File: config.mk
export PLATFORM = sky130hd
export DESIGN_NAME = lsu_top
export DESIGN_NICKNAME = d
export VERILOG_FILES = /design/src/obi_pkg.sv /design/src/lsu_pkg.sv /design/src/obi_if.sv /design/src/lsu_fifo.sv /design/src/lsu_req_split.sv /design/src/lsu_rsp_merge.sv /design/src/lsu_top.sv
export VERILOG_INCLUDE_DIRS = /design/src
export SDC_FILE = /design/constraint.sdc
export NUM_CORES = 1
export LEC_CHECK = 0
export BUFFER_PORTS_ARGS = -buffer_cell sky130_fd_sc_hd__buf_4
export CAP_MARGIN = 20
export CORE_MARGIN = 2
export CORE_UTILIZATION = 48
export CTS_BUF_LIST = sky130_fd_sc_hd__clkbuf_4
export CTS_CLUSTER_DIAMETER = 60
export DETAILED_ROUTE_END_ITERATION = 7
export PLACE_DENSITY = 0.79
export REMOVE_ABC_BUFFERS = 1
export SLEW_MARGIN = 20
export SYNTH_ARGS = -nofsm -noshare
export SYNTH_HDL_FRONTEND = slang
export SYNTH_SLANG_ARGS = --single-unit
File: constraint.sdc
create_clock -name clk -period 3.77 [get_ports clk]
set_clock_uncertainty 0.05 [all_clocks]
set_input_delay 0.377 -clock clk [delete_from_list [all_inputs] [get_ports clk]]
set_output_delay 0.377 -clock clk [all_outputs]
set_load 0.01 [all_outputs]
File: src/lsu_cfg.svh
//////////////////////////////
// Global sizing for the load-store unit
// Only 32-bit data with 4 byte lanes is supported
// LSU_DEPTH must be at least 1
//////////////////////////////

`ifndef LSU_CFG_SVH
`define LSU_CFG_SVH

// Width of a byte address on the core and bus side
`define LSU_ADDR_W 32

// Width of one data word on the core and bus side
`define LSU_DATA_W 32

// Maximum number of bus transfers that may be granted
// but still waiting for their response
`define LSU_DEPTH 2

`endif

File: src/obi_pkg.sv
//////////////////////////////
// Bus-side types for the data bus
// One address phase carries one word-aligned transfer
//////////////////////////////

`include "lsu_cfg.svh"

package obi_pkg;

  // One address phase as driven by the master
  // The address is always word aligned
  // Byte enables select the active lanes of wdata
  // For a read the write data is don't care but still driven
  typedef struct packed {
    logic [`LSU_ADDR_W-1:0] addr;
    logic                   we;
    logic [3:0]             be;
    logic [`LSU_DATA_W-1:0] wdata;
  } obi_req_t;

endpackage

File: src/lsu_pkg.sv
//////////////////////////////
// Core-side types of the load-store unit
// Sizes above one word are not encoded
//////////////////////////////

`include "lsu_cfg.svh"

package lsu_pkg;

  // Access size as given by the core
  typedef enum logic [1:0] {
    LSU_SIZE_BYTE = 2'b00,
    LSU_SIZE_HALF = 2'b01,
    LSU_SIZE_WORD = 2'b10
  } lsu_size_e;

  // One access accepted from the core and held in the operation queue
  typedef struct packed {
    logic                   we;
    lsu_size_e              size;
    logic                   sign;
    logic [`LSU_ADDR_W-1:0] addr;
    logic [`LSU_DATA_W-1:0] wdata;
  } lsu_op_t;

  // Bookkeeping for one granted bus transfer
  // The response side needs it to align and merge the returned word
  typedef struct packed {
    logic      is_load;
    logic [1:0] offset;
    lsu_size_e size;
    logic      sign;
    logic      first;
    logic      last;
  } lsu_rsp_info_t;

endpackage

File: src/obi_if.sv
//////////////////////////////
// Data bus between the splitter, the merger and the top ports
// Responses return in order and never in the grant cycle
//////////////////////////////

`timescale 1ns/1ps

`include "lsu_cfg.svh"

interface obi_if
  import obi_pkg::*;
();

  // Address phase handshake and its payload
  logic     req;
  logic     gnt;
  obi_req_t payload;

  // Response phase with one rvalid pulse per granted transfer
  logic                   rvalid;
  logic [`LSU_DATA_W-1:0] rdata;

  // Request side of the unit
  modport master (output req, output payload, input gnt);

  // Response side of the unit
  modport resp (input rvalid, input rdata);

  // Slave view used to reach the pins of the top level
  modport bus (input req, input payload, output gnt, output rvalid, output rdata);

endinterface

File: src/lsu_fifo.sv
//////////////////////////////
// Synchronous FIFO with a generic payload
// Push when full and pop when empty are dropped
// Read data is valid only while not empty
//////////////////////////////

`timescale 1ns/1ps

module lsu_fifo #(
  parameter type T     = logic,
  parameter int  DEPTH = 2
) (
  input  logic clk,
  input  logic rst_n,
  input  logic push_i,
  input  T     data_i,
  input  logic pop_i,
  output T     data_o,
  output logic full_o,
  output logic empty_o
);

  // A depth of one still needs a one bit pointer
  localparam int PTR_W = (DEPTH > 1) ? $clog2(DEPTH) : 1;
  localparam int CNT_W = $clog2(DEPTH + 1);

  T                 mem_q [DEPTH];
  logic [PTR_W-1:0] wr_ptr_q;
  logic [PTR_W-1:0] rd_ptr_q;
  logic [CNT_W-1:0] count_q;
  logic             do_push;
  logic             do_pop;

  // Pointers wrap at DEPTH and not at a power of two
  function automatic logic [PTR_W-1:0] ptr_next(input logic [PTR_W-1:0] ptr);
    if (ptr == PTR_W'(DEPTH - 1)) begin
      return '0;
    end
    return ptr + 1'b1;
  endfunction

  assign full_o  = (count_q == CNT_W'(DEPTH));
  assign empty_o = (count_q == '0);
  assign do_push = push_i && !full_o;
  assign do_pop  = pop_i && !empty_o;
  assign data_o  = mem_q[rd_ptr_q];

  always_ff @(posedge clk or negedge rst_n) begin
    if (!rst_n) begin
      wr_ptr_q <= '0;
      rd_ptr_q <= '0;
      count_q  <= '0;
    end else begin
      if (do_push) begin
        wr_ptr_q <= ptr_next(wr_ptr_q);
      end
      if (do_pop) begin
        rd_ptr_q <= ptr_next(rd_ptr_q);
      end
      // Occupancy is unchanged when both happen in one cycle
      if (do_push && !do_pop) begin
        count_q <= count_q + 1'b1;
      end else if (do_pop && !do_push) begin
        count_q <= count_q - 1'b1;
      end
    end
  end

  // Storage array
  always_ff @(posedge clk) begin
    if (do_push) begin
      mem_q[wr_ptr_q] <= data_i;
    end
  end

endmodule

File: src/lsu_req_split.sv
//////////////////////////////
// Turns queued accesses into word-aligned bus transfers
// A word-crossing access takes two transfers in a row
// Outstanding transfers are limited by the info queue
//////////////////////////////

`timescale 1ns/1ps

`include "lsu_cfg.svh"

module lsu_req_split
  import lsu_pkg::*;
  import obi_pkg::*;
(
  input  logic          clk,
  input  logic          rst_n,
  input  lsu_op_t       op_i,
  input  logic          op_empty_i,
  output logic          op_pop_o,
  obi_if.master         bus,
  output lsu_rsp_info_t info_o,
  output logic          info_push_o,
  input  logic          info_full_i
);

  localparam int AW = `LSU_ADDR_W;
  localparam int DW = `LSU_DATA_W;

  logic            second_q;
  logic [1:0]      offset;
  logic [3:0]      be_base;
  logic [7:0]      be_wide;
  logic [2*DW-1:0] wdata_wide;
  logic [AW-3:0]   word_addr;
  logic            split;
  logic            last;
  logic            fire;
  obi_req_t        req_d;

  //////////////////////////////
  // Lane generation
  //////////////////////////////

  assign offset = op_i.addr[1:0];

  // Byte enables of the access before it is moved to its byte offset
  always_comb begin
    case (op_i.size)
      LSU_SIZE_BYTE: be_base = 4'b0001;
      LSU_SIZE_HALF: be_base = 4'b0011;
      default:       be_base = 4'b1111;
    endcase
  end

  // Shift across two words so the overflow lands in the upper half
  assign be_wide    = {4'b0000, be_base} << offset;
  assign wdata_wide = {{DW{1'b0}}, op_i.wdata} << {offset, 3'b000};

  // Any lane beyond the first word means the access crosses a word
  assign split = |be_wide[7:4];
  assign last  = !split || second_q;

  //////////////////////////////
  // Address phase
  //////////////////////////////

  // The second half goes to the next word
  assign word_addr = op_i.addr[AW-1:2] + (AW-2)'(second_q);

  always_comb begin
    req_d.addr  = {word_addr, 2'b00};
    req_d.we    = op_i.we;
    req_d.be    = second_q ? be_wide[7:4] : be_wide[3:0];
    req_d.wdata = second_q ? wdata_wide[2*DW-1:DW] : wdata_wide[DW-1:0];
  end

  // The info queue only drains so req cannot drop before its grant
  assign bus.req     = !op_empty_i && !info_full_i;
  assign bus.payload = req_d;
  assign fire        = bus.req && bus.gnt;

  // The access leaves the queue with the grant of its final transfer
  assign op_pop_o    = fire && last;
  assign info_push_o = fire;

  // What the response side must know about this transfer
  always_comb begin
    info_o.is_load = !op_i.we;
    info_o.offset  = offset;
    info_o.size    = op_i.size;
    info_o.sign    = op_i.sign;
    info_o.first   = split && !second_q;
    info_o.last    = last;
  end

  // Set after the first half of a split is granted
  always_ff @(posedge clk or negedge rst_n) begin
    if (!rst_n) begin
      second_q <= 1'b0;
    end else if (fire) begin
      second_q <= !last;
    end
  end

endmodule

File: src/lsu_rsp_merge.sv
//////////////////////////////
// Collects bus responses and builds the load result
// Expects exactly one info entry per response
// Store responses are dropped
//////////////////////////////

`timescale 1ns/1ps

`include "lsu_cfg.svh"

module lsu_rsp_merge
  import lsu_pkg::*;
(
  input  logic                   clk,
  input  logic                   rst_n,
  obi_if.resp                    bus,
  input  lsu_rsp_info_t          info_i,
  output logic                   info_pop_o,
  output logic                   rvalid_o,
  output logic [`LSU_DATA_W-1:0] rdata_o
);

  localparam int DW = `LSU_DATA_W;

  // A split always starts at offset one or more so byte 0 is never needed
  logic [DW-9:0]   hold_q;
  logic            pend_q;
  logic [2*DW-1:0] merged;
  logic [2*DW-1:0] shifted;
  logic [DW-1:0]   aligned;

  // Every response retires the oldest transfer
  assign info_pop_o = bus.rvalid;

  // Place the held upper bytes below the new word when a split is pending
  assign merged  = pend_q ? {bus.rdata, hold_q, 8'h00} : {{DW{1'b0}}, bus.rdata};
  assign shifted = merged >> {info_i.offset, 3'b000};
  assign aligned = shifted[DW-1:0];

  // Extend by size and sign flag
  always_comb begin
    case (info_i.size)
      LSU_SIZE_BYTE: rdata_o = {{(DW-8){info_i.sign & aligned[7]}}, aligned[7:0]};
      LSU_SIZE_HALF: rdata_o = {{(DW-16){info_i.sign & aligned[15]}}, aligned[15:0]};
      default:       rdata_o = aligned;
    endcase
  end

  // One pulse per load, on its last transfer only
  assign rvalid_o = bus.rvalid && info_i.last && info_i.is_load;

  // Marks that the next response completes a split
  always_ff @(posedge clk or negedge rst_n) begin
    if (!rst_n) begin
      pend_q <= 1'b0;
    end else if (bus.rvalid) begin
      pend_q <= info_i.first;
    end
  end

  // Upper bytes of the first half
  always_ff @(posedge clk) begin
    if (bus.rvalid && info_i.first) begin
      hold_q <= bus.rdata[DW-1:8];
    end
  end

endmodule

File: src/lsu_top.sv
//////////////////////////////
// Load-store unit top level
// Core side uses valid/ready, bus side uses req/gnt and rvalid
// Stores give no response to the core
//////////////////////////////

`timescale 1ns/1ps

`include "lsu_cfg.svh"

module lsu_top
  import lsu_pkg::*;
(
  input  logic                   clk,
  input  logic                   rst_n,
  // Core request
  input  logic                   valid_i,
  output logic                   ready_o,
  input  logic                   we_i,
  input  lsu_size_e              size_i,
  input  logic                   sign_i,
  input  logic [`LSU_ADDR_W-1:0] addr_i,
  input  logic [`LSU_DATA_W-1:0] wdata_i,
  // Core response
  output logic                   rvalid_o,
  output logic [`LSU_DATA_W-1:0] rdata_o,
  output logic                   busy_o,
  // Data bus
  output logic                   obi_req_o,
  input  logic                   obi_gnt_i,
  output logic [`LSU_ADDR_W-1:0] obi_addr_o,
  output logic                   obi_we_o,
  output logic [3:0]             obi_be_o,
  output logic [`LSU_DATA_W-1:0] obi_wdata_o,
  input  logic                   obi_rvalid_i,
  input  logic [`LSU_DATA_W-1:0] obi_rdata_i
);

  lsu_op_t       op_in;
  lsu_op_t       op_out;
  logic          op_push;
  logic          op_pop;
  logic          op_full;
  logic          op_empty;
  lsu_rsp_info_t info_in;
  lsu_rsp_info_t info_out;
  logic          info_push;
  logic          info_pop;
  logic          info_full;
  logic          info_empty;

  obi_if i_obi ();

  // Core handshake
  assign op_in   = '{we: we_i, size: size_i, sign: sign_i, addr: addr_i, wdata: wdata_i};
  assign ready_o = !op_full;
  assign op_push = valid_i && ready_o;
  assign busy_o  = !op_empty || !info_empty;

  // Bus pins
  assign obi_req_o    = i_obi.req;
  assign obi_addr_o   = i_obi.payload.addr;
  assign obi_we_o     = i_obi.payload.we;
  assign obi_be_o     = i_obi.payload.be;
  assign obi_wdata_o  = i_obi.payload.wdata;
  assign i_obi.gnt    = obi_gnt_i;
  assign i_obi.rvalid = obi_rvalid_i;
  assign i_obi.rdata  = obi_rdata_i;

  // Holds one accepted access
  lsu_fifo #(.T(lsu_op_t), .DEPTH(1)) i_op_fifo (
    .clk     (clk),
    .rst_n   (rst_n),
    .push_i  (op_push),
    .data_i  (op_in),
    .pop_i   (op_pop),
    .data_o  (op_out),
    .full_o  (op_full),
    .empty_o (op_empty)
  );

  lsu_req_split i_req_split (
    .clk         (clk),
    .rst_n       (rst_n),
    .op_i        (op_out),
    .op_empty_i  (op_empty),
    .op_pop_o    (op_pop),
    .bus         (i_obi.master),
    .info_o      (info_in),
    .info_push_o (info_push),
    .info_full_i (info_full)
  );

  // One entry per outstanding transfer
  lsu_fifo #(.T(lsu_rsp_info_t), .DEPTH(`LSU_DEPTH)) i_info_fifo (
    .clk     (clk),
    .rst_n   (rst_n),
    .push_i  (info_push),
    .data_i  (info_in),
    .pop_i   (info_pop),
    .data_o  (info_out),
    .full_o  (info_full),
    .empty_o (info_empty)
  );

  lsu_rsp_merge i_rsp_merge (
    .clk        (clk),
    .rst_n      (rst_n),
    .bus        (i_obi.resp),
    .info_i     (info_out),
    .info_pop_o (info_pop),
    .rvalid_o   (rvalid_o),
    .rdata_o    (rdata_o)
  );

endmodule

==> qor.txt <==
Drt pass-1 iters = 5
DRT iter0 DRCs = 629
Final HPWL DP = 13140 µm
Setup bufs post-CTS = 0
Netlist Area Pre-Place = 6605 µm²
Final #Nets = 988
Gr usage total = 27.55%
Crit end category = output pin
PD cells = 604.8 nW/µm²
Core Area = 13350 µm²
I/O pin cnt = 210
Die area = 14710 µm²
Die height = 121.3 µm
Setup repair after global routing missed its margin = no
Buffers and inverters on the worst path = 2
Fmax = 277.4 MHz
Ranking of synthesized cells by area = edfxtp_1 49%, mux2i_1 11%, nand2_1 3.0%
Worst-path fanout max = 35
Required @ worst endpoint = 3.34 ns
Clock Tree Buf Depth = 2
Initial core utilization = 49.48%
Remaining global-route overflow = 0
Filler cells = 885
First-pass GRT wire length = 31510 µm
Wirelength per Cell = 18.90 µm
Critical-path top delay cell = nand3_1
Worst Tran Pin Value = 0.8219 ns
Final Critical Period = 3.605 ns
Site Rows = 42
Post-route cell area = 9480 µm²
Largest net degree at the start of global routing = 40
Clk sink count = 115
Commonest non-fill, non-tap cell in the layout = buf_4
Chip Width = 121.3 µm
CTS Root Buffer Type = clkbuf_4
Crit Path Category = reg2out
Clk_lat worst skew = 0.53 ns
Post-Syn Area per Cell = 11.35 µm²
Synth-to-Final Area Change = 43.53%
Worst Setup Start Kind = register
Yosys top cell area share = 49.10%
GPL Wtd Cong = 0.9050
Initial antenna violation count = 0
Pwr Total = 5734 µW
Via density = 5.779
Post-synth top flop = edfxtp_1
Drc violations = 0
Worst-path cell chain = buf_4 > ha_1 > ha_1 > nand3_1 > nor4_2 > xor2_1 > buf_4
Yosys reg bits = 115
Post-layout util = 71.03%
Top delay family on crit path = simple AND/OR/NAND/NOR gates
YS warnings = 0
Hold crit path type = in2async
Worst hold margin = 0.1534 ns
Yosys cell types = 56
Max-slew violations = 0
Area after DPL = 8265 µm²
Post-synth EDFFs = 108
Post-route ant nets = 0
Clock slew at reported path FFs = 0.09 ns
Lkg Pwr = 0.003999 µW
Status = complete, no violations
Asr flop ratio synth = 6.087%
Share of cells above drive strength 1 = 31.09%
Relative slew slack = 45.10%
Most frequent cells in the layout = 221 x buf_4, 108 x edfxtp_1, 95 x dlygate4sd3_1
Final hold violation count = 0
Max-cap violations = 0
Vias = 6166
Port bufs = 207
Crit path DAT = 3.18 ns
CP peak stage delay = 0.46 ns
Vias in the first global route = 6348
CTS buffer count = 17
Final setup vio count = 0
WL final = 20170 µm
Mapped Cells = 582
Ant diodes = 0
Fin crit share = 95.61%
CTS tree = yes
Register area share after synthesis = 51.75%
Peak supply drop = 0.0004303 V
H-tree levels = 4
Top cell type by total area after synthesis = edfxtp_1
power by group:
group | internal (µW) | switching (µW)
clock network | 403 | 436
logic | 1390 | 1580
registers | 1700 | 216
cell usage after synthesis (all sizes together), types with 3 or more instances:
library cell	instances
a211oi	14
a21oi	18
a22o	8
a22oi	21
and2	10
and3	5
and4	4
buf	24
clkbuf	14
dfrtp	7
edfxtp	108
ha	3
inv	14
mux2	16
mux2i	72
nand2	52
nand3	26
nand4	4
nor2	37
nor2b	5
nor3	11
nor4	10
o211ai	7
o21ai	28
o22ai	9
xnor2	12
xor2	21
flip-flops by register name, summed over array words and instances, names as in the netlist:
register and cells:
i_op_fifo.full_o 1, i_op_fifo.mem_q 68, i_info_fifo.count_q 2, i_info_fifo.rd_ptr_q 1, i_rsp_merge.hold_q 24, i_req_split.second_q 1
i_rsp_merge.pend_q 1, i_info_fifo.mem_q 16, i_info_fifo.wr_ptr_q 1
worst register-to-register path, stage by stage (launching register included):
cell	delay [ns]
edfxtp_1	0.33
buf_4	0.26
clkinv_1	0.52
o21ai_0	0.38
nor2b_1	0.36
inv_1	0.10
layer usage:
layer	track usage (%)	share of wire, %
met1	33.28	39
met2	44.98	48
met3	9.070	11
met4	12.14	2.5
met5	0	0
per-stage QoR:
step / TNS, ns / setup WS (ns) / std cells
finish: 0 / 0.1655 / 1067
global route: 0 / 0.007089 / 1067
CTS: 0 / 0.2590 / 1067
detailed placement: 0 / 0.8687 / 942
global placement: 0 / 0.9383 / 942
floorplan: -14.02 / -0.2061 / 545
repair_timing:
| action | CTS | global route |
|---|---|---|
| endpoints found under the setup margin | 0 | 3 |
| hold buffers | 95 | 0 |
| endpoints found under the hold margin | 101 | 0 |
| resized for setup | 0 | 3 |
cell families (layout without fill, tap and decap cells):
logic type,count (synthesis),after routing,share of synthesized area [%]
AOI/OAI and AO/OA,113,113,11.50
xor gates and xnor gates,33,33,4.376
adders and majority gates,3,3,0.5684
buffers and inverters,53,361,4.376
DFF,115,115,51.75
muxes,88,88,14.06
other,1,2,0.05677
and+or+nand+nor,176,176,13.32
final timing paths:
path,startpoint,to,slack [ns],cells past startpoint
worst max-delay path,i_req_split.second_q$_DFFE_PN0P_,obi_addr_o[28],0.17,7
worst min-delay path,rst_n,i_info_fifo.count_q[1]$_DFFE_PN0P_,0.15,2
worst max register to register,i_op_fifo.mem_q[0][33]$_DFFE_PP_,i_info_fifo.mem_q[1][0]$_DFFE_PP_,1.52,5
worst min register to register,i_op_fifo.mem_q[0][64]$_DFFE_PP_,i_info_fifo.mem_q[1][2]$_DFFE_PP_,0.41,0
max in group asynchronous,rst_n,i_req_split.second_q$_DFFE_PN0P_,3.39,2
min in group clk,obi_gnt_i,i_info_fifo.wr_ptr_q$_DFFE_PN0P_,0.20,3
final cells by class:
cell class              count  area (µm²)  share of cell area (%)
multi-input cells         415        2928                   30.88
flip-flops and latches    115        3418                   36.06
inverters                  15       56.30                  0.5939
repair buffers            316        2610                   27.53
clock buffers              21       157.7                   1.663
well taps                 176       220.2                   2.323
clock inverters             9       90.09                  0.9502
Power figures use the tool's default switching activity.
